**config.mk**
```make
export PLATFORM = sky130hd
export DESIGN_NAME = reg_file
export DESIGN_NICKNAME = d
export VERILOG_FILES = /design/src/hdl/reg_file.sv
export VERILOG_INCLUDE_DIRS = /design/src /design/src/hdl
export SDC_FILE = /design/constraint.sdc
export NUM_CORES = 2
export LEC_CHECK = 0
export BUFFER_PORTS_ARGS = -buffer_cell sky130_fd_sc_hd__buf_2
export CAP_MARGIN = 20
export CORE_UTILIZATION = 58
export CTS_CLUSTER_SIZE = 16
export DETAILED_ROUTE_END_ITERATION = 8
export PLACE_DENSITY = 0.76
export SLEW_MARGIN = 20
export SYNTH_ARGS = -nofsm -noshare
export SYNTH_HDL_FRONTEND = slang
export SYNTH_SLANG_ARGS = --single-unit
```
**constraint.sdc**
```tcl
create_clock -name clk -period 1.3 [get_ports clk]
set_clock_uncertainty 0.1 [all_clocks]
set_input_delay 0 -clock clk [delete_from_list [all_inputs] [get_ports clk]]
set_output_delay 0 -clock clk [all_outputs]
set_load 0.02 [all_outputs]
```
**src/hdl/backend_config.svh**
```systemverilog
`ifndef BACKEND_CONFIG_SVH
`define BACKEND_CONFIG_SVH

`define XLEN 32

`define DMEM_AW 8

`define EXIT_PC 32'hffffff00

`define SP_RESET 32'h00002000

`endif

```
**src/hdl/reg_file.sv**
```systemverilog
`include "backend_config.svh"

module reg_file (
    input  logic             clk,
    input  logic             arst_n_i,
    input  logic             we_i,
    input  logic [4:0]       waddr_i,
    input  logic [`XLEN-1:0] wdata_i,
    input  logic [4:0]       raddr_a_i,
    input  logic [4:0]       raddr_b_i,
    output logic [`XLEN-1:0] rdata_a_o,
    output logic [`XLEN-1:0] rdata_b_o
);

    logic [`XLEN-1:0] regs [32];

    always_ff @(posedge clk or negedge arst_n_i) begin
        if (!arst_n_i) begin
            for (int i = 0; i < 32; i++) begin
                regs[i] <= (i == 2) ? `SP_RESET : '0;   // x2 starts as the stack pointer
            end
        end else if (we_i && (waddr_i != 5'd0)) begin
            regs[waddr_i] <= wdata_i;
        end
    end

    // x0 is never written, so it reads as zero
    assign rdata_a_o = regs[raddr_a_i];
    assign rdata_b_o = regs[raddr_b_i];

endmodule

```
==> flow_summary.ini <==
[run_status]
status = finished, violations left
failed_checks = setup timing

[yosys]
synth_edf_count = 0
syn_area_um2 = 55900
yosysUniqueCellTypes = 29
synth_area_leader_cell = dfrtp_1
seq_area_frac_synth = 0.458
ys.flop_type = dfrtp_1
ys_ff_latch = 1024
synthCells = 4601
synthTopCellsByArea = dfrtp_1 46%, mux2_2 19%, mux2i_1 18%
synth_top_area_frac = 0.458
syn_avg_cell_area_um2 = 12.2
post-synth-top-count-cell = mux2i_1
synth_nets = 4651
yosysWarnings = 0
synthArstFlopShare = 1.00
synth_commonest_cells = 1024 x mux2i_1, 1023 x dfrtp_1, 953 x mux2_2

[flow_run]
maxCapViolations = 0

[cells_and_area]
largest-register = regs
final_nets = 4936
largestRegisters = regs (1024)
largest_reg_flops = 1024
area_growth_pct = 20.9
final_area_um2 = 67700
utilization = 0.710
layout.cells.non_filler = 6247
drive_above_1_share = 0.394

[critical_path]
worstRegToRegCells = 3
startpoint_type = flop
path_depth = 5
reg2reg_from = regs[905]$_DFFE_PN0P_
ff2ff_setup_slack_ns = 0.15
critPathArrivalTime_ns = 2.18
crit_chain = mux2i_1, a22oi_1, a31oi_1, nand3_2, buf_6
slowest_delay_ns = 0.43
required_ns = 1.20
cp_max_fo = 3
crit_family = flip-flops
worstSetupEndpointType = output port
r2r-end = regs[905]$_DFFE_PN0P_
slowest_stage = dfrtp_1
crit_type = reg -> out
cp_num_buf_inv = 1

[power]
finalPower_uw = 97000
ir_drop_uv = 1150
power_frac_comb = 0.218
power_frac_seq = 0.443
p_switching_uw = 28200
power_density_nw_per_um2 = 1430
p_clk_frac = 0.339
cell_internal_pwr_uw = 68800
cellLeakagePower_uw = 0.0323
swShare = 0.291

[floorplan]
initial_utilization = 0.587
core-area_um2 = 95300
io_pins = 114
fp.dieH_um = 313
fp.dieW_um = 313
die-area_um2 = 97700
fp-row-count = 113

[global_routing]
use_met2 = 0.548
grt.total_usage = 0.357
grt_pass1_vias = 42600
met1_usage = 0.488
gr-total-overflow = 0
busiest_layer = met2
antenna_found_initial = 10
grt_pass1_wl_mm = 267
use_met3 = 0.0719
grt_max_degree = 94

[sta]
final.setup.tns_ns = -377.66
max_freq_ghz = 0.438
fin_crit_ns = 2.28
setup_ws_ns = -0.982
finalMaxSlewViolations = 0
slew_headroom = 0.386
hold_violations = 0
rsz0062_at_grt = yes
tightestPinTransition_ns = 0.917
setup_viol = 1023
min_period_over_period = 1.76

[route]
drtIter0Drc = 4631
drtAntennaViolNets = 0
firstDrtPassIters = 6
vias = 41800
routed_wirelength_mm = 178
avgViaCountPerCell = 6.69
post_drt_wl_per_cell_um = 28.5
drc = 0

[cts]
h-tree-depth = 3
numCtsBuffers = 106
clock-sinks = 1024
clkTransAtPathRegs_ns = 0.06
cts_buffer_depth = 3
tritoncts = done
clk_latency_ns = 0.68
clockRootBuffer = clkbuf_16

[placement]
io_buffer_count = 113
gp_congestion = 0.893
post-dp-hpwl_mm = 113
placed_cells = 5999
place_area_um2 = 62200

[worst_hold_path]
min-delay-start = waddr_i[1]
whs_path_depth = 5
hp-class = in -> reg
holdPathEnd = regs[88]$_DFFE_PN0P_
repair_timing:
action / in CTS / in global routing
resized for setup: 235 / 37
hold buffers: 36 / 6
endpoints found under the hold margin: 2016 / 25
endpoints found under the setup margin: 64 / 1096
setup buffers: 10 / 8
pin swaps: 125 / 94
cells by family (layout without fill, tap and decap cells):
| kind of cell | Yosys count | count (layout) | share of synthesized area |
|---|---|---|---|
| mux | 2016 | 2016 | 0.383 |
| buf+inv | 473 | 846 | 0.0450 |
| other cells | 0 | 8 | 0 |
| flops | 1024 | 1024 | 0.458 |
| simple gates | 512 | 512 | 0.0439 |
| compound gates | 576 | 576 | 0.0701 |
power groups by stage:
stage               Sequential (uW)  Combinational, uW  Clock (uW)
CTS                           42600              20700       33000
detailed placement            43100              19600           0
global route                  43500              22600       34300
floorplan                     41600              14000           0
finish                        42900              21200       32900
global placement              42600              18900           0
area by class of cell:
type | count | area, um^2
clock inverters | 52 | 657
well taps | 1265 | 1580
repair buffers | 650 | 7330
flip-flops and latches | 1024 | 25600
fillers | 6308 | 27600
diodes | 8 | 20.0
multi-input cells | 3104 | 29400
clock buffers | 144 | 3090
through the flow:
| step | worst slack [ns] | hold WS [ns] |
|---|---|---|
| after global placement | -0.528 | -0.214 |
| after detailed placement | -0.559 | -0.213 |
| final | -0.982 | 0.0424 |
| after global routing | -1.00 | 0.0419 |
| after CTS | -0.951 | 0.00759 |
| after floorplan | -0.0212 | -0.396 |
per-layer routing:
metal,routed length (um),share of wire
met5,46,0.00026
met4,8780,0.049
met3,15600,0.088
met2,80600,0.45
met1,73000,0.41
worst min-delay path, delay by kind of cell:
kind	cells	cell delay (ns)
buffers and inverters	2	0.29
muxes	1	0.21
and+or+nand+nor	2	0.29
worst max path at each step:
stage,start,end
after CTS,regs[943]$_DFFE_PN0P_,rdata_a_o[15]
after floorplan,waddr_i[2],regs[161]$_DFFE_PN0P_
after global placement,raddr_a_i[1],rdata_a_o[31]
final,regs[400]$_DFFE_PN0P_,rdata_a_o[16]
after detailed placement,raddr_b_i[0],rdata_b_o[5]
after global routing,regs[826]$_DFFE_PN0P_,rdata_a_o[26]
cells in the final DEF, fill, tap and decap left out, drive strengths merged, types with 4 or more instances in the layout:
| master | instances |
|---|---|
| a22oi | 192 |
| nand2b | 4 |
| clkinv | 31 |
| nor3 | 65 |
| nor2b | 4 |
| clkinvlp | 4 |
| nand2 | 210 |
| dlygate4sd3 | 39 |
| clkbuf | 144 |
| diode | 8 |
| nand3 | 194 |
| dfrtp | 1023 |
| buf | 610 |
| nand3b | 4 |
| bufinv | 15 |
| mux2 | 992 |
| nor2 | 19 |
| nor3b | 4 |
| mux2i | 1024 |
| a22o | 128 |
| a21oi | 192 |
| a31oi | 64 |
(Power assumes the default switching activity.)
