===== config.mk =====
export PLATFORM = sky130hd
export DESIGN_NAME = mem_stage_flat
export DESIGN_NICKNAME = d
export VERILOG_FILES = /design/src/hdl/backend_pkg.sv /design/src/hdl/mem_req_if.sv /design/src/hdl/mem_stage.sv /design/src/flat_wrapper.sv
export VERILOG_INCLUDE_DIRS = /design/src /design/src/hdl
export SDC_FILE = /design/constraint.sdc
export NUM_CORES = 1
export LEC_CHECK = 0
export BUFFER_PORTS_ARGS = -buffer_cell sky130_fd_sc_hd__buf_2
export CORE_MARGIN = 2
export CORE_UTILIZATION = 28
export CTS_CLUSTER_SIZE = 20
export DETAILED_ROUTE_END_ITERATION = 7
export PLACE_DENSITY_LB_ADDON = 0.3
export SLEW_MARGIN = 20
export SYNTH_ARGS = -nofsm -noshare
export SYNTH_HDL_FRONTEND = slang
export SYNTH_SLANG_ARGS = --single-unit

===== constraint.sdc =====
create_clock -name clk -period 4.7 [get_ports clk]
set_clock_uncertainty 0.2 [all_clocks]
set_input_delay 1.41 -clock clk [delete_from_list [all_inputs] [get_ports clk]]
set_output_delay 1.41 -clock clk [all_outputs]
set_load 0.005 [all_outputs]

===== src/hdl/backend_config.svh =====
`ifndef BACKEND_CONFIG_SVH
`define BACKEND_CONFIG_SVH

`define XLEN 32

`define DMEM_AW 8

`define EXIT_PC 32'hffffff00

`define SP_RESET 32'h00002000

`endif


===== src/hdl/backend_pkg.sv =====
package backend_pkg;

    typedef enum logic [3:0] {
        WB_ALU   = 4'd0,
        WB_MEMB  = 4'd1,
        WB_MEMBU = 4'd2,
        WB_MEMH  = 4'd3,
        WB_MEMHU = 4'd4,
        WB_MEMW  = 4'd5,
        WB_PC    = 4'd6,
        WB_CSR   = 4'd7
    } wb_sel_e;

    typedef enum logic [1:0] {
        ARB_IDLE = 2'd0,
        ARB_READ = 2'd1,
        ARB_ACK  = 2'd2
    } arb_state_e;

    // LD_DONE also covers a non-load that is being handed to writeback
    typedef enum logic [1:0] {
        LD_EMPTY = 2'd0,
        LD_HOLD  = 2'd1,
        LD_REQ   = 2'd2,
        LD_DONE  = 2'd3
    } load_state_e;

endpackage


===== src/hdl/mem_req_if.sv =====
`include "backend_config.svh"

interface mem_req_if;

    logic               req;
    logic               ack;
    logic               we;
    logic [`DMEM_AW-1:0] addr;   // Word address
    logic [`XLEN-1:0]   wdata;
    logic [`XLEN-1:0]   rdata;   // Valid while ack is high

    modport requester (
        output req,
        output we,
        output addr,
        output wdata,
        input  ack,
        input  rdata
    );

    modport arbiter (
        input  req,
        input  we,
        input  addr,
        input  wdata,
        output ack,
        output rdata
    );

endinterface


===== src/hdl/mem_stage.sv =====
`include "backend_config.svh"

module mem_stage (
    input  logic                 clk,
    input  logic                 arst_n_i,
    input  logic                 ex_valid_i,
    output logic                 ready_o,
    input  logic [`XLEN-1:0]     ex_pc_i,
    input  logic [4:0]           ex_rd_i,
    input  logic                 ex_rf_wen_i,
    input  backend_pkg::wb_sel_e ex_wb_sel_i,
    input  logic [`XLEN-1:0]     ex_alu_out_i,
    input  logic [`XLEN-1:0]     ex_csr_rdata_i,
    mem_req_if.requester         mem,
    output logic                 mw_valid_o,
    output logic [`XLEN-1:0]     mw_pc_o,
    output logic [4:0]           mw_rd_o,
    output logic                 mw_rf_wen_o,
    output backend_pkg::wb_sel_e mw_wb_sel_o,
    output logic [`XLEN-1:0]     mw_alu_out_o,
    output logic [`XLEN-1:0]     mw_csr_rdata_o,
    output logic [`XLEN-1:0]     mw_mem_rdata_o
);

    backend_pkg::load_state_e state_q;
    logic                     req_q;
    logic                     accept;
    logic                     ex_is_load;

    assign ready_o    = (state_q == backend_pkg::LD_EMPTY) || (state_q == backend_pkg::LD_DONE);
    assign accept     = ex_valid_i && ready_o;
    assign ex_is_load = ex_wb_sel_i inside {backend_pkg::WB_MEMB, backend_pkg::WB_MEMBU,
                                            backend_pkg::WB_MEMH, backend_pkg::WB_MEMHU,
                                            backend_pkg::WB_MEMW};

    always_ff @(posedge clk) begin
        if (accept) begin
            mw_pc_o        <= ex_pc_i;
            mw_rd_o        <= ex_rd_i;
            mw_rf_wen_o    <= ex_rf_wen_i;
            mw_wb_sel_o    <= ex_wb_sel_i;
            mw_alu_out_o   <= ex_alu_out_i;
            mw_csr_rdata_o <= ex_csr_rdata_i;
        end
        if (req_q && mem.ack) begin
            mw_mem_rdata_o <= mem.rdata;
        end
    end

    always_ff @(posedge clk or negedge arst_n_i) begin
        if (!arst_n_i) begin
            state_q <= backend_pkg::LD_EMPTY;
            req_q   <= 1'b0;
        end else begin
            case (state_q)
                backend_pkg::LD_EMPTY, backend_pkg::LD_DONE: begin
                    if (accept) begin
                        state_q <= ex_is_load ? backend_pkg::LD_HOLD : backend_pkg::LD_DONE;
                    end else begin
                        state_q <= backend_pkg::LD_EMPTY;
                    end
                end
                backend_pkg::LD_HOLD: begin
                    req_q   <= 1'b1;
                    state_q <= backend_pkg::LD_REQ;
                end
                backend_pkg::LD_REQ: begin
                    if (req_q && mem.ack) begin
                        req_q <= 1'b0;
                    end else if (!req_q && !mem.ack) begin
                        state_q <= backend_pkg::LD_DONE;   // Handshake closed, hand over
                    end
                end
                default: begin
                    state_q <= backend_pkg::LD_EMPTY;
                end
            endcase
        end
    end

    // Loads only, so the write side of the channel is tied off
    assign mem.req   = req_q;
    assign mem.we    = 1'b0;
    assign mem.addr  = mw_alu_out_o[`DMEM_AW+1:2];
    assign mem.wdata = '0;

    assign mw_valid_o = (state_q == backend_pkg::LD_DONE);

endmodule


===== src/flat_wrapper.sv =====
// flat-port wrapper written by rule: the top's interface ports become plain ports
module mem_stage_flat 
  (clk, arst_n_i, ex_valid_i, ready_o, ex_pc_i, ex_rd_i, ex_rf_wen_i, ex_wb_sel_i, ex_alu_out_i, ex_csr_rdata_i, mw_valid_o, mw_pc_o, mw_rd_o, mw_rf_wen_o, mw_wb_sel_o, mw_alu_out_o, mw_csr_rdata_o, mw_mem_rdata_o, mem_req, mem_we, mem_addr, mem_wdata, mem_ack, mem_rdata);
  mem_req_if mem_i ();
  input  logic clk;
  input  logic arst_n_i;
  input  logic ex_valid_i;
  output logic ready_o;
  input  logic [`XLEN-1:0] ex_pc_i;
  input  logic [4:0] ex_rd_i;
  input  logic ex_rf_wen_i;
  input  backend_pkg::wb_sel_e ex_wb_sel_i;
  input  logic [`XLEN-1:0] ex_alu_out_i;
  input  logic [`XLEN-1:0] ex_csr_rdata_i;
  output logic mw_valid_o;
  output logic [`XLEN-1:0] mw_pc_o;
  output logic [4:0] mw_rd_o;
  output logic mw_rf_wen_o;
  output backend_pkg::wb_sel_e mw_wb_sel_o;
  output logic [`XLEN-1:0] mw_alu_out_o;
  output logic [`XLEN-1:0] mw_csr_rdata_o;
  output logic [`XLEN-1:0] mw_mem_rdata_o;
  output wire logic [$bits(mem_i.req)-1:0] mem_req;
  output wire logic [$bits(mem_i.we)-1:0] mem_we;
  output wire logic [$bits(mem_i.addr)-1:0] mem_addr;
  output wire logic [$bits(mem_i.wdata)-1:0] mem_wdata;
  input wire logic [$bits(mem_i.ack)-1:0] mem_ack;
  input wire logic [$bits(mem_i.rdata)-1:0] mem_rdata;
  assign mem_req = mem_i.req;
  assign mem_we = mem_i.we;
  assign mem_addr = mem_i.addr;
  assign mem_wdata = mem_i.wdata;
  assign mem_i.ack = mem_ack;
  assign mem_i.rdata = mem_rdata;
  mem_stage u_core (.clk(clk), .arst_n_i(arst_n_i), .ex_valid_i(ex_valid_i), .ready_o(ready_o), .ex_pc_i(ex_pc_i), .ex_rd_i(ex_rd_i), .ex_rf_wen_i(ex_rf_wen_i), .ex_wb_sel_i(ex_wb_sel_i), .ex_alu_out_i(ex_alu_out_i), .ex_csr_rdata_i(ex_csr_rdata_i), .mem(mem_i), .mw_valid_o(mw_valid_o), .mw_pc_o(mw_pc_o), .mw_rd_o(mw_rd_o), .mw_rf_wen_o(mw_rf_wen_o), .mw_wb_sel_o(mw_wb_sel_o), .mw_alu_out_o(mw_alu_out_o), .mw_csr_rdata_o(mw_csr_rdata_o), .mw_mem_rdata_o(mw_mem_rdata_o));
endmodule

==> run metrics <==
outcome complete, no violations; post-cts resize count 0; hold wc startpoint u_core.mem.req; PortBufs 290; min cycle time layout 2960 ps; IO Pins 324; hold endpoint u_core.mem.req; maxcap violations 0; first-pass GRT wire length 15,700 um; r2r endpoint u_core.mw_pc_o[1]; Die Width 133 um; drt pass-1 iters 4; TritonCTS clock tree yes; Seq cells post-synth 141; final-report setup violation count 0; H-Tree Depth 4; Starting Density 28.4%; Post-CTS Hold Fix Bufs 0; post-synth top area share 89.0%; die extent in y 133 um; Hold Vio Cnt, Final 0; # fillers 1,521; register area share after synthesis 90.6%; diodes inserted 0; Setup WS pre-CTS 1620 ps; Synthesis Warnings 0; R2R Path Start u_core.state_q[0]; Max Fclk 337 MHz; CTS Buffer Depth 2; R2R setup slack 2310 ps; routed vias/inst 3.84; Die ar. 17,700 um2; WP data required 3090 ps; Area growth, synth to finish 46.6%; Nets 649; top post-synthesis cells by area edfxtp_1 (89%), buf_4 (6.6%), dfrtp_1 (1.6%); Total Wirelength 10,800 um; Overflow after GRT 0; Remaining DRCs 0; max-slew violation count 0; CP max FO 4; ANT nets after route 0; DP Cell Count 705; Yosys cell types 16; Worst-path clk slew 60 ps; CTS root buf clkbuf_16; Final Instance Count excl. Fillers 737; std cell rows 47; slowest cell delay on critical path 400 ps; cells on worst reg2reg path 4; setup ws final 1740 ps; layout cells sized above 1 62.9%; most common cell after layout, fill and taps aside buf_2; syn avg cell area 22.9 um2; RSZ-0062 raised after global routing false; Max VDD drop 0.246 mV; max_slew headroom 51.6%; Final HPWL DP 8320 um; DR vias 2,828; Worst Max-Slew Pin Slew 726 ps; Num CTS Buffers 17; hold depth 2; Worst-Skew Late Latency 400 ps; number of post-CTS setup repair buffers 0; Worst Setup Path Type flop to primary output; initial antenna violation count 1; Hold/Removal Path Class flop to flop; Crit. End Element primary output; LEAKAGE 2.95 nW; Setup TNS Final 0 ps; slowest CP cell dfrtp_1; cell area power density 588 nW/um2; vias in the first global route 2,966; GRT Overall Usage 12.0%; synthesized area 4660 um2; final period utilization 63.0%; Arr. time, crit path 1350 ps; CTS Sinks 141; core area 16,400 um2; Synth Instances 203; largest net degree at the start of global routing 58; most frequent cells in the layout buf_2 (290), edfxtp_1 (138), conb_1 (33); GP Congestion 0.772; cell accounting for the most synthesized area edfxtp_1; initial drt markers 129; startpoint type of the worst setup path flop; worst-path cell chain inv_1, ha_1, buf_2; WL/cell 14.7 um
cell type report:
type                       instances  area [um2]  share of cell area (%)
sequential                       141        4220                    61.8
timing repair buffer             291        1470                    21.5
clock buffer                      18         429                    6.28
tap                              220         275                    4.03
multi-input combinational         49         238                    3.48
clock inverter                    14         181                    2.66
inverter                           4        15.0                   0.220
routing by layer:
layer  up-vias  global-route usage [%]  wire [um]
met5         -                       0         13
met4         2                    5.62        212
met2       190                    19.6       5390
met3        17                    6.90       1360
met1      1316                    12.5       3880
li1       1303                       -          -
worst max-delay path by stage:
stage          slack (ps)  cells after the start               from                     end
3_3_place_gp         1660                      3         ex_valid_i  u_core.mw_alu_out_o[9]
4_1_cts              1710                      3  u_core.state_q[0]                 ready_o
3_5_place_dp         1620                      3         ex_valid_i   u_core.mw_wb_sel_o[0]
2_1_floorplan         150                      1         ex_valid_i  u_core.mw_alu_out_o[0]
6_report             1740                      3  u_core.state_q[0]                 ready_o
5_1_grt              1630                      3  u_core.state_q[0]                 ready_o
synthesized netlist by cell type (all sizes together):
cell	instances
buf	41
nor3	1
o21ai	2
a21oi	2
a31oi	1
inv	4
dfrtp	3
a21o	1
o22ai	1
nor2	3
edfxtp	138
ha	3
conb	1
and2	2
stage by stage:
step	hold WS [ps]	power, W	cell area, um2	utilization, %
floorplan	348	0.00227	4780	-
detailed placement	390	0.00269	6220	37.9
finish	397	0.00402	6830	41.6
CTS	405	0.00408	6830	41.6
global placement	369	0.00267	6220	37.9
global route	452	0.00422	6830	41.6
critical path: cells and delay by family, from the launching register on:
kind | cells | cell delay (ps)
DFF | 1 | 400
adders and majority gates | 1 | 340
buffers and inverters | 2 | 220
sequential cells by signal, indices dropped and copies added (netlist names):
signal                 flops
u_core.mw_alu_out_o       32
u_core.mw_pc_o            32
u_core.mw_mem_rdata_o     32
u_core.mw_rd_o             5
u_core.mem.req             1
u_core.state_q             2
u_core.mw_csr_rdata_o     32
u_core.mw_rf_wen_o         1
u_core.mw_wb_sel_o         4
report_power, final:
group | switching [W] | leakage (nW) | internal [W] | total [W]
sequential | 0.0000914 | 1.33 | 0.00182 | 0.00191
combinational | 0.000435 | 1.33 | 0.000295 | 0.000730
clock | 0.000526 | 0.290 | 0.000846 | 0.00137
total | 0.00105 | 2.95 | 0.00296 | 0.00402
cell families after synthesis:
group                      share of synthesized area (%)
DFF                                                 90.6
and+or+nand+nor                                    0.645
other                                             0.0805
AOI/OAI and AO/OA                                  0.941
buffers and inverters                               6.93
adders and majority gates                          0.806
Power figures use the tool's default switching activity.
