`config.mk`:
```
export PLATFORM = sky130hd
export DESIGN_NAME = dmem_arbiter_flat
export DESIGN_NICKNAME = d
export VERILOG_FILES = /design/src/hdl/backend_pkg.sv /design/src/hdl/mem_req_if.sv /design/src/hdl/dmem_arbiter.sv /design/src/flat_wrapper.sv
export VERILOG_INCLUDE_DIRS = /design/src /design/src/hdl
export SDC_FILE = /design/constraint.sdc
export NUM_CORES = 1
export LEC_CHECK = 0
export ABC_AREA = 1
export BUFFER_PORTS_ARGS = -buffer_cell sky130_fd_sc_hd__buf_2
export CORE_AREA = 2 2 86 88
export CTS_BUF_LIST = sky130_fd_sc_hd__clkbuf_8 sky130_fd_sc_hd__clkbuf_16
export DETAILED_ROUTE_END_ITERATION = 6
export DIE_AREA = 0 0 88 90
export SLEW_MARGIN = 30
export SYNTH_ARGS = -nofsm -noshare
export SYNTH_HDL_FRONTEND = slang
export SYNTH_SLANG_ARGS = --single-unit
```
`constraint.sdc`:
```
create_clock -name clk -period 1.22 [get_ports clk]
set_clock_uncertainty 0.15 [all_clocks]
set_input_delay 0.061 -clock clk [delete_from_list [all_inputs] [get_ports clk]]
set_output_delay 0.061 -clock clk [all_outputs]
set_load 0.02 [all_outputs]
```
`src/hdl/backend_config.svh`:
```
`ifndef BACKEND_CONFIG_SVH
`define BACKEND_CONFIG_SVH

`define XLEN 32

`define DMEM_AW 8

`define EXIT_PC 32'hffffff00

`define SP_RESET 32'h00002000

`endif

```
`src/hdl/backend_pkg.sv`:
```
package backend_pkg;

    typedef enum logic [3:0] {
        WB_ALU   = 4'd0,
        WB_MEMB  = 4'd1,
        WB_MEMBU = 4'd2,
        WB_MEMH  = 4'd3,
        WB_MEMHU = 4'd4,
        WB_MEMW  = 4'd5,
        WB_PC    = 4'd6,
        WB_CSR   = 4'd7
    } wb_sel_e;

    typedef enum logic [1:0] {
        ARB_IDLE = 2'd0,
        ARB_READ = 2'd1,
        ARB_ACK  = 2'd2
    } arb_state_e;

    // LD_DONE also covers a non-load that is being handed to writeback
    typedef enum logic [1:0] {
        LD_EMPTY = 2'd0,
        LD_HOLD  = 2'd1,
        LD_REQ   = 2'd2,
        LD_DONE  = 2'd3
    } load_state_e;

endpackage

```
`src/hdl/mem_req_if.sv`:
```
`include "backend_config.svh"

interface mem_req_if;

    logic               req;
    logic               ack;
    logic               we;
    logic [`DMEM_AW-1:0] addr;   // Word address
    logic [`XLEN-1:0]   wdata;
    logic [`XLEN-1:0]   rdata;   // Valid while ack is high

    modport requester (
        output req,
        output we,
        output addr,
        output wdata,
        input  ack,
        input  rdata
    );

    modport arbiter (
        input  req,
        input  we,
        input  addr,
        input  wdata,
        output ack,
        output rdata
    );

endinterface

```
`src/hdl/dmem_arbiter.sv`:
```
`include "backend_config.svh"

module dmem_arbiter (
    input  logic                clk,
    input  logic                arst_n_i,
    mem_req_if.arbiter          pipe,
    mem_req_if.arbiter          host,
    output logic                mem_en_o,
    output logic                mem_we_o,
    output logic [`DMEM_AW-1:0] mem_addr_o,
    output logic [`XLEN-1:0]    mem_wdata_o,
    input  logic [`XLEN-1:0]    mem_rdata_i
);

    backend_pkg::arb_state_e state_q;
    logic                    last_host_q;   // Also selects the requester in flight
    logic                    grant_host;
    logic                    sel_req;

    // On a tie the requester not served last wins
    assign grant_host = host.req && (!pipe.req || !last_host_q);
    assign sel_req    = last_host_q ? host.req : pipe.req;

    always_ff @(posedge clk or negedge arst_n_i) begin
        if (!arst_n_i) begin
            state_q     <= backend_pkg::ARB_IDLE;
            last_host_q <= 1'b0;
        end else begin
            case (state_q)
                backend_pkg::ARB_IDLE: begin
                    if (pipe.req || host.req) begin
                        last_host_q <= grant_host;
                        state_q     <= backend_pkg::ARB_READ;
                    end
                end
                backend_pkg::ARB_READ: begin
                    state_q <= backend_pkg::ARB_ACK;
                end
                backend_pkg::ARB_ACK: begin
                    if (!sel_req) begin
                        state_q <= backend_pkg::ARB_IDLE;
                    end
                end
                default: begin
                    state_q <= backend_pkg::ARB_IDLE;
                end
            endcase
        end
    end

    assign mem_en_o    = (state_q == backend_pkg::ARB_READ);
    assign mem_we_o    = mem_en_o && (last_host_q ? host.we : pipe.we);
    assign mem_addr_o  = last_host_q ? host.addr : pipe.addr;
    assign mem_wdata_o = last_host_q ? host.wdata : pipe.wdata;

    // The memory output register keeps the word for the whole ack phase
    assign pipe.ack   = (state_q == backend_pkg::ARB_ACK) && !last_host_q;
    assign host.ack   = (state_q == backend_pkg::ARB_ACK) && last_host_q;
    assign pipe.rdata = mem_rdata_i;
    assign host.rdata = mem_rdata_i;

endmodule

```
`src/flat_wrapper.sv`:
```
// flat-port wrapper written by rule: the top's interface ports become plain ports
module dmem_arbiter_flat 
  (clk, arst_n_i, mem_en_o, mem_we_o, mem_addr_o, mem_wdata_o, mem_rdata_i, pipe_req, pipe_we, pipe_addr, pipe_wdata, pipe_ack, pipe_rdata, host_req, host_we, host_addr, host_wdata, host_ack, host_rdata);
  mem_req_if pipe_i ();
  mem_req_if host_i ();
  input  logic clk;
  input  logic arst_n_i;
  output logic mem_en_o;
  output logic mem_we_o;
  output logic [`DMEM_AW-1:0] mem_addr_o;
  output logic [`XLEN-1:0] mem_wdata_o;
  input  logic [`XLEN-1:0] mem_rdata_i;
  input wire logic [$bits(pipe_i.req)-1:0] pipe_req;
  input wire logic [$bits(pipe_i.we)-1:0] pipe_we;
  input wire logic [$bits(pipe_i.addr)-1:0] pipe_addr;
  input wire logic [$bits(pipe_i.wdata)-1:0] pipe_wdata;
  output wire logic [$bits(pipe_i.ack)-1:0] pipe_ack;
  output wire logic [$bits(pipe_i.rdata)-1:0] pipe_rdata;
  input wire logic [$bits(host_i.req)-1:0] host_req;
  input wire logic [$bits(host_i.we)-1:0] host_we;
  input wire logic [$bits(host_i.addr)-1:0] host_addr;
  input wire logic [$bits(host_i.wdata)-1:0] host_wdata;
  output wire logic [$bits(host_i.ack)-1:0] host_ack;
  output wire logic [$bits(host_i.rdata)-1:0] host_rdata;
  assign pipe_i.req = pipe_req;
  assign pipe_i.we = pipe_we;
  assign pipe_i.addr = pipe_addr;
  assign pipe_i.wdata = pipe_wdata;
  assign pipe_ack = pipe_i.ack;
  assign pipe_rdata = pipe_i.rdata;
  assign host_i.req = host_req;
  assign host_i.we = host_we;
  assign host_i.addr = host_addr;
  assign host_i.wdata = host_wdata;
  assign host_ack = host_i.ack;
  assign host_rdata = host_i.rdata;
  dmem_arbiter u_core (.clk(clk), .arst_n_i(arst_n_i), .pipe(pipe_i), .host(host_i), .mem_en_o(mem_en_o), .mem_we_o(mem_we_o), .mem_addr_o(mem_addr_o), .mem_wdata_o(mem_wdata_o), .mem_rdata_i(mem_rdata_i));
endmodule
```
==> key figures, run 1 <==
Outcome
  • Status: complete, but fails checks
  • Failing checks: negative setup slack

Worst setup path
  • Slowest library cell on the worst path: dfrtp_2
  • WP data arrival: ~1200 ps
  • Crit path kind: flop to output pin
  • Slowest stage delay, CP: between 400 and 500 ps
  • Startpoint types: flop
  • Critical path cell sequence: buf_12 > inv_16 > buf_12 > nand2_1 > nand2_1 > buf_6
  • Critical path capture point type: output pin
  • Max FO, Critical Path: 8
  • Worst Path Required: 1010 ps

Placement
  • Buffers on Ports: around 130
  • Place WS: -88.5 ps
  • Gp weighted congestion: between 0.6 and 0.7
  • Hpwl dp: ~2.9 mm
  • Post-DP Area: approximately 1500 um^2
  • # placed instances: 380

Synthesis
  • Syn nets: 337
  • Number of synthesized register bits: 3
  • Post-Synth Adder-Cell Area: 0%
  • Synth Area in XOR/XNOR: 0%
  • Complex-gate fraction of the synthesized area: 0.408%
  • Synth Instances: 219
  • Netlist cell types: 12
  • Register area share after synthesis: slightly above 6%
  • Mapped Area: roughly 1200 um^2
  • Syn_area_per_cell: approximately 5.6 um^2
  • Largest family of logic cells by synthesized area: buffers and inverters
  • Mux contribution to synthesized area: 0%
  • Warnings, synthesis: 0
  • Simple-gate area share of the yosys netlist: 44.8%

STA
  • RSZ-0062 raised after global routing: yes
  • Max-slew violations: 0
  • Minimum clock period: between 1000 and 1500 ps
  • Slew at the pin closest to its max-slew limit: between 400 and 500 ps
  • Fin. Hold Viols: 0
  • Slew headroom: 70.3%
  • # setup viols final: 43
  • Fin worst setup slack: -230 ps
  • TNS Setup: -7500 ps
  • Tcrit/Tclk final: 119%
  • F_max: ~700 MHz

Floorplanning
  • Chip height: about 90 um
  • Row cnt: 31
  • Initial core utilization: about 17%
  • DIE AREA: 7920 um^2
  • Core footprint: approximately 7000 um^2
  • Ports: between 200 and 250
  • Die Span X: just under 90 um

Global route
  • Total grt overflow: 0
  • Initial antenna violation count: 0
  • Largest net degree at the start of global routing: 24
  • Number of global-route vias before repair: roughly 1,500
  • Total GRT Usage: 9.99%
  • First-pass GRT wire length: about 6.4 mm

CTS
  • Clock latency on the worst-skew pair: 210 ps
  • Clock transition at path regs: approximately 30 ps
  • TritonCTS buffer count: 3
  • Clock Sinks: 3
  • Clk buf depth: 2
  • CTS tree: yes
  • H-tree levels: 1
  • Clock root buffer: clkbuf_8

Route
  • WL/cell: around 11 um
  • # DRC: 0
  • Drt pass-1 iters: 4
  • Post-Route WL: 4.57 mm
  • Starting DRT DRC Count: 17
  • Post-route ant nets: 0
  • Vias per cell: 3.80
  • Vias: 1,616

Power and ir drop
  • LEAKAGE: between 1 and 1.5 nW
  • PwrDens: 2100 nW/um^2
  • Max VDD drop: 0.972 mV

Layout
  • Nets: roughly 450
  • Fillers: ~770
  • Multi-input gate area: roughly 600 um^2
  • Share of cells above drive strength 1: between 50% and 60%
  • Post-route insts no fill: 425
  • P&R area growth vs syn: 74.0%
  • Register area: roughly 76 um^2
  • ANT cells: 0
  • Design Area, Final: approximately 2100 um^2

Worst hold path
  • Hold crit path type: primary input to asynchronous set/reset pin

Run
  • Max Cap Viol: 0
metal layers:
layer,track usage [%],wire length [um],vias up
li1,-,-,802
met1,9.07,1550,685
met2,21.9,2600,125
met3,1.47,411,4
met4,1.67,17,0
met5,0,0,-
cells in the mapped netlist, drive strengths merged:
library cell,count,area share [%]
buf,73,47
nand2,133,43
nor2,4,1.8
dfrtp,3,6.1
a21oi,1,0.41
nand3,1,0.41
inv,4,1.8
final timing paths:
kind / startpoint / endpoint / slack [ps] / depth (start not counted)
max in group asynchronous: arst_n_i / u_core.last_host_q$_DFFE_PN0P_ / 760 / 2
min in group clk: host_wdata[9] / mem_wdata_o[9] / 260 / 4
max reg2reg: u_core.last_host_q$_DFFE_PN0P_ / u_core.state_q[1]$_DFFE_PN0P_ / 50 / 6
max: u_core.last_host_q$_DFFE_PN0P_ / mem_wdata_o[7] / -230 / 6
min: arst_n_i / u_core.last_host_q$_DFFE_PN0P_ / 40 / 2
min reg2reg: u_core.state_q[1]$_DFFE_PN0P_ / u_core.state_q[0]$_DFFE_PN0P_ / 410 / 3
cell usage in the layout (no fill, tap or decap):
| cell | instances |
|---|---|
| nand2_1 | 108 |
| buf_2 | 101 |
| dlygate4sd3_1 | 35 |
| nand2_2 | 25 |
| buf_4 | 18 |
| buf_6 | 16 |
| inv_1 | 4 |
| clkbuf_8 | 3 |
| nor2_1 | 2 |
| inv_8 | 2 |
| buf_12 | 2 |
| dfrtp_1 | 2 |
| inv_16 | 1 |
| a21oi_2 | 1 |
| nor2_2 | 1 |
| nor2_4 | 1 |
| nand3_1 | 1 |
| inv_12 | 1 |
| inv_6 | 1 |
| dfrtp_2 | 1 |
sequential cells by signal, indices dropped and copies added (netlist names):
register / flops
u_core.last_host_q: 1
u_core.state_q: 2
metrics by stage:
step / hold slack [ps] / power [W] / utilization [%]
after global routing: 50.1 / 0.00486 / 30.4
after global placement: -290 / 0.00301 / 21.1
final: 41.9 / 0.00449 / 30.4
after floorplan: -385 / 0.00258 / -
after detailed placement: -288 / 0.00307 / 21.1
after CTS: 20.3 / 0.00433 / 29.4
cell families (layout without fill, tap and decap cells):
kind of cell	after synthesis	count (layout)
AO/OA/AOI/OAI	1	1
flip-flops	3	3
AND/OR/NAND/NOR	138	138
buffers and inverters	77	184
cell type report:
type	instances	share of cell area, %
clock buffers	3	1.93
clock inverters	1	0.176
inverters	4	1.46
multi-input cells	139	28.1
flip-flops and latches	3	3.57
well taps	99	5.80
repair buffers	172	56.7
repair inverters	4	2.23
power breakdown:
part / total [W] / internal, W / switching (W)
combinational: 0.00400 / 0.00159 / 0.00240
sequential: 0.000214 / 0.000153 / 0.0000612
clock: 0.000276 / 0.000214 / 0.0000626
worst max-delay path, delay by kind of cell (launching register included):
family                 cells  cell delay, ps
and+or+nand+nor            2             120
buffers and inverters      4             460
DFF                        1             440
repair_timing:
action,4_1_cts,5_1_grt
gates cloned,4,0
hold buffers,35,0
pin swaps,0,5
resized for setup,41,28
hold endpoints to repair,69,0
endpoints found under the setup margin,44,44
setup buffers,2,0
Note: power is estimated with default switching activity, not from simulation.
==> run 2, diff against run 1 <==
==> constraint.sdc (replaced) <==
create_clock -name clk -period 1.38 [get_ports clk]
set_clock_uncertainty 0.15 [all_clocks]
set_input_delay 0.069 -clock clk [delete_from_list [all_inputs] [get_ports clk]]
set_output_delay 0.069 -clock clk [all_outputs]
set_load 0.02 [all_outputs]
==> key figures, run 2 (same netlist as run 1, synthesis figures left out) <==
Layout
  • Multi-input gate area: 616 um^2 (+2.5%)
  • Reg with most FFs: u_core.state_q
  • Largest regs: u_core.state_q: 2 flops, u_core.last_host_q: 1 flops
  • P&R area growth vs syn: 71.5%
  • Fillers: 768 (+0.26%)
  • Max FFs per register: 2 (unchanged)
  • Post-route insts no fill: 421 (-0.94%)
  • Share of cells above drive strength 1: 54.7% (+1.3 points)
  • Most common cell after layout, fill and taps aside: buf_2
  • Nets: 441 (-0.90%)
  • ANT cells: 0 (unchanged)
  • Register area: 76.3 um^2 (unchanged)
  • Commonest non-fill, non-tap cells in the layout: 110 x buf_2, 102 x nand2_1, 35 x dlygate4sd3_1

Worst setup path
  • Critical path capture point type: output pin
  • CP bufs+invs: 4 (unchanged)
  • Worst path top cell family by delay: buffers and inverters
  • Slowest stage delay, CP: 420 ps (-20 ps)
  • Crit path kind: flop to output pin
  • WP data arrival: 1240 ps (about the same)
  • Worst Path Required: 1160 ps (+150 ps)
  • Max FO, Critical Path: 8 (unchanged)
  • Startpoint types: flop
  • Slowest library cell on the worst path: dfrtp_2
  • Critical path cell sequence: buf_12 > inv_16 > buf_12 > nand2_1 > nand2_1 > buf_6

STA
  • Tcrit/Tclk final: 106%
  • TNS Setup: -1090 ps (+6400 ps)
  • Fin worst setup slack: -81.3 ps (+148 ps)
  • # setup viols final: 34 (-21%)
  • Worst hold slack: 54.3 ps (+12.3 ps)
  • Fin. Hold Viols: 0 (unchanged)
  • Slew headroom: 70.3% (about the same)
  • RSZ-0062 raised after global routing: yes
  • Minimum clock period: about 1500 ps
  • Max-slew violations: 0 (unchanged)
  • Slew at the pin closest to its max-slew limit: 445 ps (-0.0311 ps)
  • F_max: approximately 680 MHz

Placement
  • # placed instances: 377 (-0.79%)
  • Buffers on Ports: 129 (unchanged)
  • Gp weighted congestion: 0.690 (-1.3%)
  • Hpwl dp: 2.93 mm (+0.91%)
  • Place WS: 63.1 ps (+152 ps)

Global route
  • Initial antenna violation count: 0 (unchanged)
  • Total GRT Usage: 10.4% (+0.41 points)
  • Largest net degree at the start of global routing: 24 (unchanged)
  • Total grt overflow: 0 (unchanged)
  • First-pass GRT wire length: 6.57 mm (+2.7%)
  • Number of global-route vias before repair: 1,465 (-2.2%)

Floorplanning
  • Ports: 226 (unchanged)
  • Chip height: 90 um (unchanged)
  • Core footprint: 7020 um^2 (unchanged)
  • Row cnt: 31 (unchanged)
  • DIE AREA: 7920 um^2 (unchanged)
  • Die Span X: 88 um (unchanged)
  • Initial core utilization: 17.5% (unchanged)

Route
  • Met3 WL: 442 um (+7.5%)
  • Highest routed layer: met4
  • Post-route ant nets: 0 (unchanged)
  • # DRC: 0 (unchanged)
  • Vias per cell: 3.76 (-1.1%)
  • WL met2: 2.65 mm (+2.2%)
  • WL/cell: 10.9 um (+1.7%)
  • Post-Route WL: 4.60 mm (+0.70%)
  • Vias: 1,583 (-2.0%)
  • M1 wire length: 1.50 mm (-3.0%)
  • Starting DRT DRC Count: 21 (+4)
  • Drt pass-1 iters: 4 (unchanged)

CTS
  • TritonCTS buffer count: 3 (unchanged)
  • Clock Sinks: 3 (unchanged)
  • Clock transition at path regs: 30 ps (about the same)
  • Clk buf depth: 2 (unchanged)
  • Clock latency on the worst-skew pair: 210 ps (about the same)
  • Clock root buffer: clkbuf_8
  • CTS tree: yes
  • H-tree levels: 1 (unchanged)

Power and ir drop
  • Post-layout power: 0.00386 W (-14%)
  • PwrDens: 1830 nW/um^2 (-13%)
  • LEAKAGE: 1.24 nW (-1.6%)
  • Max VDD drop: 0.826 mV (-15%)

Run
  • Max Cap Viol: 0 (unchanged)

Worst hold path
  • Hold crit path type: primary input to asynchronous set/reset pin

Outcome
  • Failing checks: negative setup slack
  • Status: complete, but fails checks
run 2: cell types whose count changed in the layout (fill, tap and decap cells not counted), sizes merged:
cell,delta
clkinv,+1
buf,-3
inv,-2
run 2: worst paths after layout:
| kind | startpoint | to | slack, ps | cells past startpoint |
|---|---|---|---|---|
| setup / recovery | u_core.last_host_q$_DFFE_PN0P_ | mem_wdata_o[7] | -80 | 6 |
| hold / removal | arst_n_i | u_core.last_host_q$_DFFE_PN0P_ | 50 | 2 |
| setup reg to reg | u_core.last_host_q$_DFFE_PN0P_ | u_core.state_q[1]$_DFFE_PN0P_ | 200 | 6 |
| hold reg to reg | u_core.state_q[1]$_DFFE_PN0P_ | u_core.state_q[0]$_DFFE_PN0P_ | 390 | 3 |
| max in group asynchronous | arst_n_i | u_core.last_host_q$_DFFE_PN0P_ | 910 | 2 |
| min in group clk | host_wdata[9] | mem_wdata_o[9] | 270 | 4 |
run 2: layout make-up:
type / count / share of cell area, %
clock inverters: 1 / 0.178
clock buffers: 3 / 1.96
multi-input cells: 139 / 29.3
well taps: 99 / 5.89
repair buffers: 169 / 55.6
flip-flops and latches: 3 / 3.63
repair inverters: 3 / 1.96
inverters: 4 / 1.49
run 2: per-layer routing:
layer,up-vias,GRT usage (%)
met5,-,0
met4,0,1.15
met3,2,1.47
met2,130,22.6
met1,662,9.89
li1,789,-
run 2: metrics by stage:
step                      area, um^2  util [%]
final                           2100      30.0
after global placement          1460      20.7
after detailed placement        1460      20.7
after floorplan                 1230         -
after global routing            2100      30.0
after CTS                       1980      28.2
run 2: worst register-to-register path, delay by kind of cell (launching register included):
family | cells | cell delay [ps]
flops | 1 | 420
buf+inv | 2 | 300
simple gates | 4 | 200
run 2: timing repair:
item                                   CTS  global route
buffers inserted                         1             1
gates cloned                             3             0
pin swaps                                0             6
setup endpoints to repair               42            43
gates resized for setup                 27            40
hold buffers                            35             0
endpoints found under the hold margin   69             0
run 2: power breakdown:
| part | leakage [nW] | internal [W] | switching, W |
|---|---|---|---|
| Clock | 0.0269 | 0.000189 | 0.0000538 |
| Sequential | 0.0358 | 0.000135 | 0.0000372 |
| Combinational | 1.18 | 0.00131 | 0.00213 |
==> run 3, diff against run 2 <==
==> constraint.sdc (replaced) <==
create_clock -name clk -period 1.3 [get_ports clk]
set_clock_uncertainty 0.15 [all_clocks]
set_input_delay 0.065 -clock clk [delete_from_list [all_inputs] [get_ports clk]]
set_output_delay 0.065 -clock clk [all_outputs]
set_load 0.02 [all_outputs]
==> key figures, run 3 (same netlist as run 1, synthesis figures left out) <==
Layout
  • Share of cells above drive strength 1: 53.2% (-1.4 points)
  • P&R area growth vs syn: 76.8%
  • Multi-input gate area: 603 um^2 (-2.0%)
  • Max FFs per register: 2 (unchanged)
  • ANT cells: 0 (unchanged)
  • Most common cell after layout, fill and taps aside: nand2_1
  • Largest regs: u_core.state_q: 2 flops, u_core.last_host_q: 1 flops
  • Fillers: 759 (-1.2%)
  • Register area: 76.3 um^2 (unchanged)
  • Design Area, Final: 2170 um^2 (+3.1%)
  • Commonest non-fill, non-tap cells in the layout: 110 x nand2_1, 91 x buf_2, 35 x dlygate4sd3_1
  • Reg with most FFs: u_core.state_q
  • Nets: 444 (+0.68%)

Global route
  • Total grt overflow: 0 (unchanged)
  • Initial antenna violation count: 0 (unchanged)
  • First-pass GRT wire length: 6.71 mm (+2.1%)
  • Number of global-route vias before repair: 1,580 (+7.8%)
  • Total GRT Usage: 10.5% (+0.13 points)
  • Largest net degree at the start of global routing: 24 (unchanged)

Power and ir drop
  • Max VDD drop: 0.921 mV (+12%)
  • LEAKAGE: 1.27 nW (+2.2%)
  • PwrDens: 1990 nW/um^2 (+8.4%)
  • Post-layout power: 0.00431 W (+12%)

STA
  • Tcrit/Tclk final: 111%
  • F_max: ~690 MHz
  • Fin. Hold Viols: 0 (unchanged)
  • RSZ-0062 raised after global routing: yes
  • Slew at the pin closest to its max-slew limit: 451 ps (+6.78 ps)
  • Max-slew violations: 0 (unchanged)
  • # setup viols final: 43 (+26%)
  • Slew headroom: 69.8% (-0.45 points)
  • Fin worst setup slack: -148 ps (-66.7 ps)
  • Minimum clock period: roughly 1400 ps

Floorplanning
  • Core footprint: 7020 um^2 (unchanged)
  • Initial core utilization: 17.5% (unchanged)
  • Row cnt: 31 (unchanged)
  • Die Span X: 88 um (unchanged)
  • Ports: 226 (unchanged)
  • Chip height: 90 um (unchanged)
  • DIE AREA: 7920 um^2 (unchanged)

CTS
  • H-tree levels: 1 (unchanged)
  • Clock latency on the worst-skew pair: 220 ps (about the same)
  • Clk buf depth: 2 (unchanged)
  • Clock root buffer: clkbuf_8
  • CTS tree: yes
  • Clock transition at path regs: 30 ps (about the same)
  • Clock Sinks: 3 (unchanged)
  • TritonCTS buffer count: 3 (unchanged)

Route
  • Starting DRT DRC Count: 24 (+14%)
  • # DRC: 0 (unchanged)
  • Post-Route WL: 4.63 mm (+0.54%)
  • Drt pass-1 iters: 4 (unchanged)
  • Vias: 1,605 (+1.4%)
  • Post-route ant nets: 0 (unchanged)
  • Vias per cell: 3.79 (+0.67%)
  • WL/cell: 10.9 um (-0.17%)

Outcome
  • Status: complete, but fails checks
  • Failing checks: negative setup slack

Worst setup path
  • WP data arrival: 1230 ps (about the same)
  • Worst path top cell family by delay: buffers and inverters
  • Crit path kind: flop to output pin
  • CP bufs+invs: 4 (unchanged)
  • Max FO, Critical Path: 8 (unchanged)
  • Startpoint types: flop
  • Slowest library cell on the worst path: dfrtp_2
  • Critical path capture point type: output pin
  • Critical path cell sequence: buf_12 > inv_16 > buf_12 > nand2_1 > nand2_1 > buf_6
  • Worst Path Required: 1090 ps (-70 ps)
  • Slowest stage delay, CP: 430 ps (about the same)

Placement
  • Hpwl dp: 2.90 mm (-0.78%)
  • Gp weighted congestion: 0.699 (+1.3%)
  • Buffers on Ports: 129 (unchanged)
  • Place WS: -10.1 ps (-73.3 ps)
  • Post-DP Area: 1480 um^2 (+1.5%)

Worst hold path
  • Hold crit path type: primary input to asynchronous set/reset pin

Run
  • Max Cap Viol: 0 (unchanged)
## run 3: per-layer routing
| metal | global-route usage (%) | vias to the layer above | routed length (um) |
|---|---|---|---|
| li1 | - | 799 | - |
| met1 | 9.29 | 670 | 1470 |
| met2 | 23.2 | 131 | 2680 |
| met3 | 1.84 | 5 | 455 |
| met4 | 1.67 | 0 | 23 |
| met5 | 0 | - | 0 |
## run 3: path summary, 6_finish.rpt
kind	start	end	slack [ps]	cells past startpoint
max	u_core.last_host_q$_DFFE_PN0P_	mem_wdata_o[2]	-150	6
min	arst_n_i	u_core.last_host_q$_DFFE_PN0P_	20	2
max reg2reg	u_core.last_host_q$_DFFE_PN0P_	u_core.state_q[1]$_DFFE_PN0P_	160	6
min reg2reg	u_core.state_q[1]$_DFFE_PN0P_	u_core.state_q[0]$_DFFE_PN0P_	390	3
max in group asynchronous	arst_n_i	u_core.last_host_q$_DFFE_PN0P_	870	2
min in group clk	pipe_wdata[15]	mem_wdata_o[15]	270	4
## run 3: layout make-up
class	count	share of cell area [%]
repair inverters	3	1.73
multi-input cells	139	27.8
clock buffers	3	1.90
flip-flops and latches	3	3.52
repair buffers	172	57.7
well taps	99	5.71
clock inverters	1	0.173
inverters	4	1.44
## run 3: worst register-to-register path, cell delays in order, from the launching register on
cell     delay, ps
dfrtp_2        430
buf_12         170
inv_16         110
nand2_1         70
nand2_1         60
nand2_1         40
nand2_1         50
## run 3: power breakdown
group | internal (W) | total [W] | leakage, nW | switching (W)
registers | 0.000143 | 0.000188 | 0.0358 | 0.0000450
clock network | 0.000201 | 0.000262 | 0.0269 | 0.0000613
logic | 0.00160 | 0.00386 | 1.21 | 0.00226
total | 0.00194 | 0.00431 | 1.27 | 0.00237
## run 3: timing repair
action / CTS / global route
gates resized for setup: 46 / 37
setup endpoints to repair: 43 / 43
gates cloned: 3 / 0
setup buffers: 1 / 1
hold buffers: 35 / 0
endpoints found under the hold margin: 69 / 0
pin swaps: 1 / 5
## run 3: metrics by stage
| stage | cells | util, % | hold slack [ps] | TNS, ps |
|---|---|---|---|---|
| global route | 424 | 30.9 | 42.9 | -6740 |
| finish | 424 | 30.9 | 16.1 | -4620 |
| CTS | 423 | 29.3 | 23.3 | -4830 |
| floorplan | 219 | - | -381 | 0 |
| detailed placement | 380 | 21.1 | -284 | -48.2 |
| global placement | 380 | 21.1 | -286 | 0 |
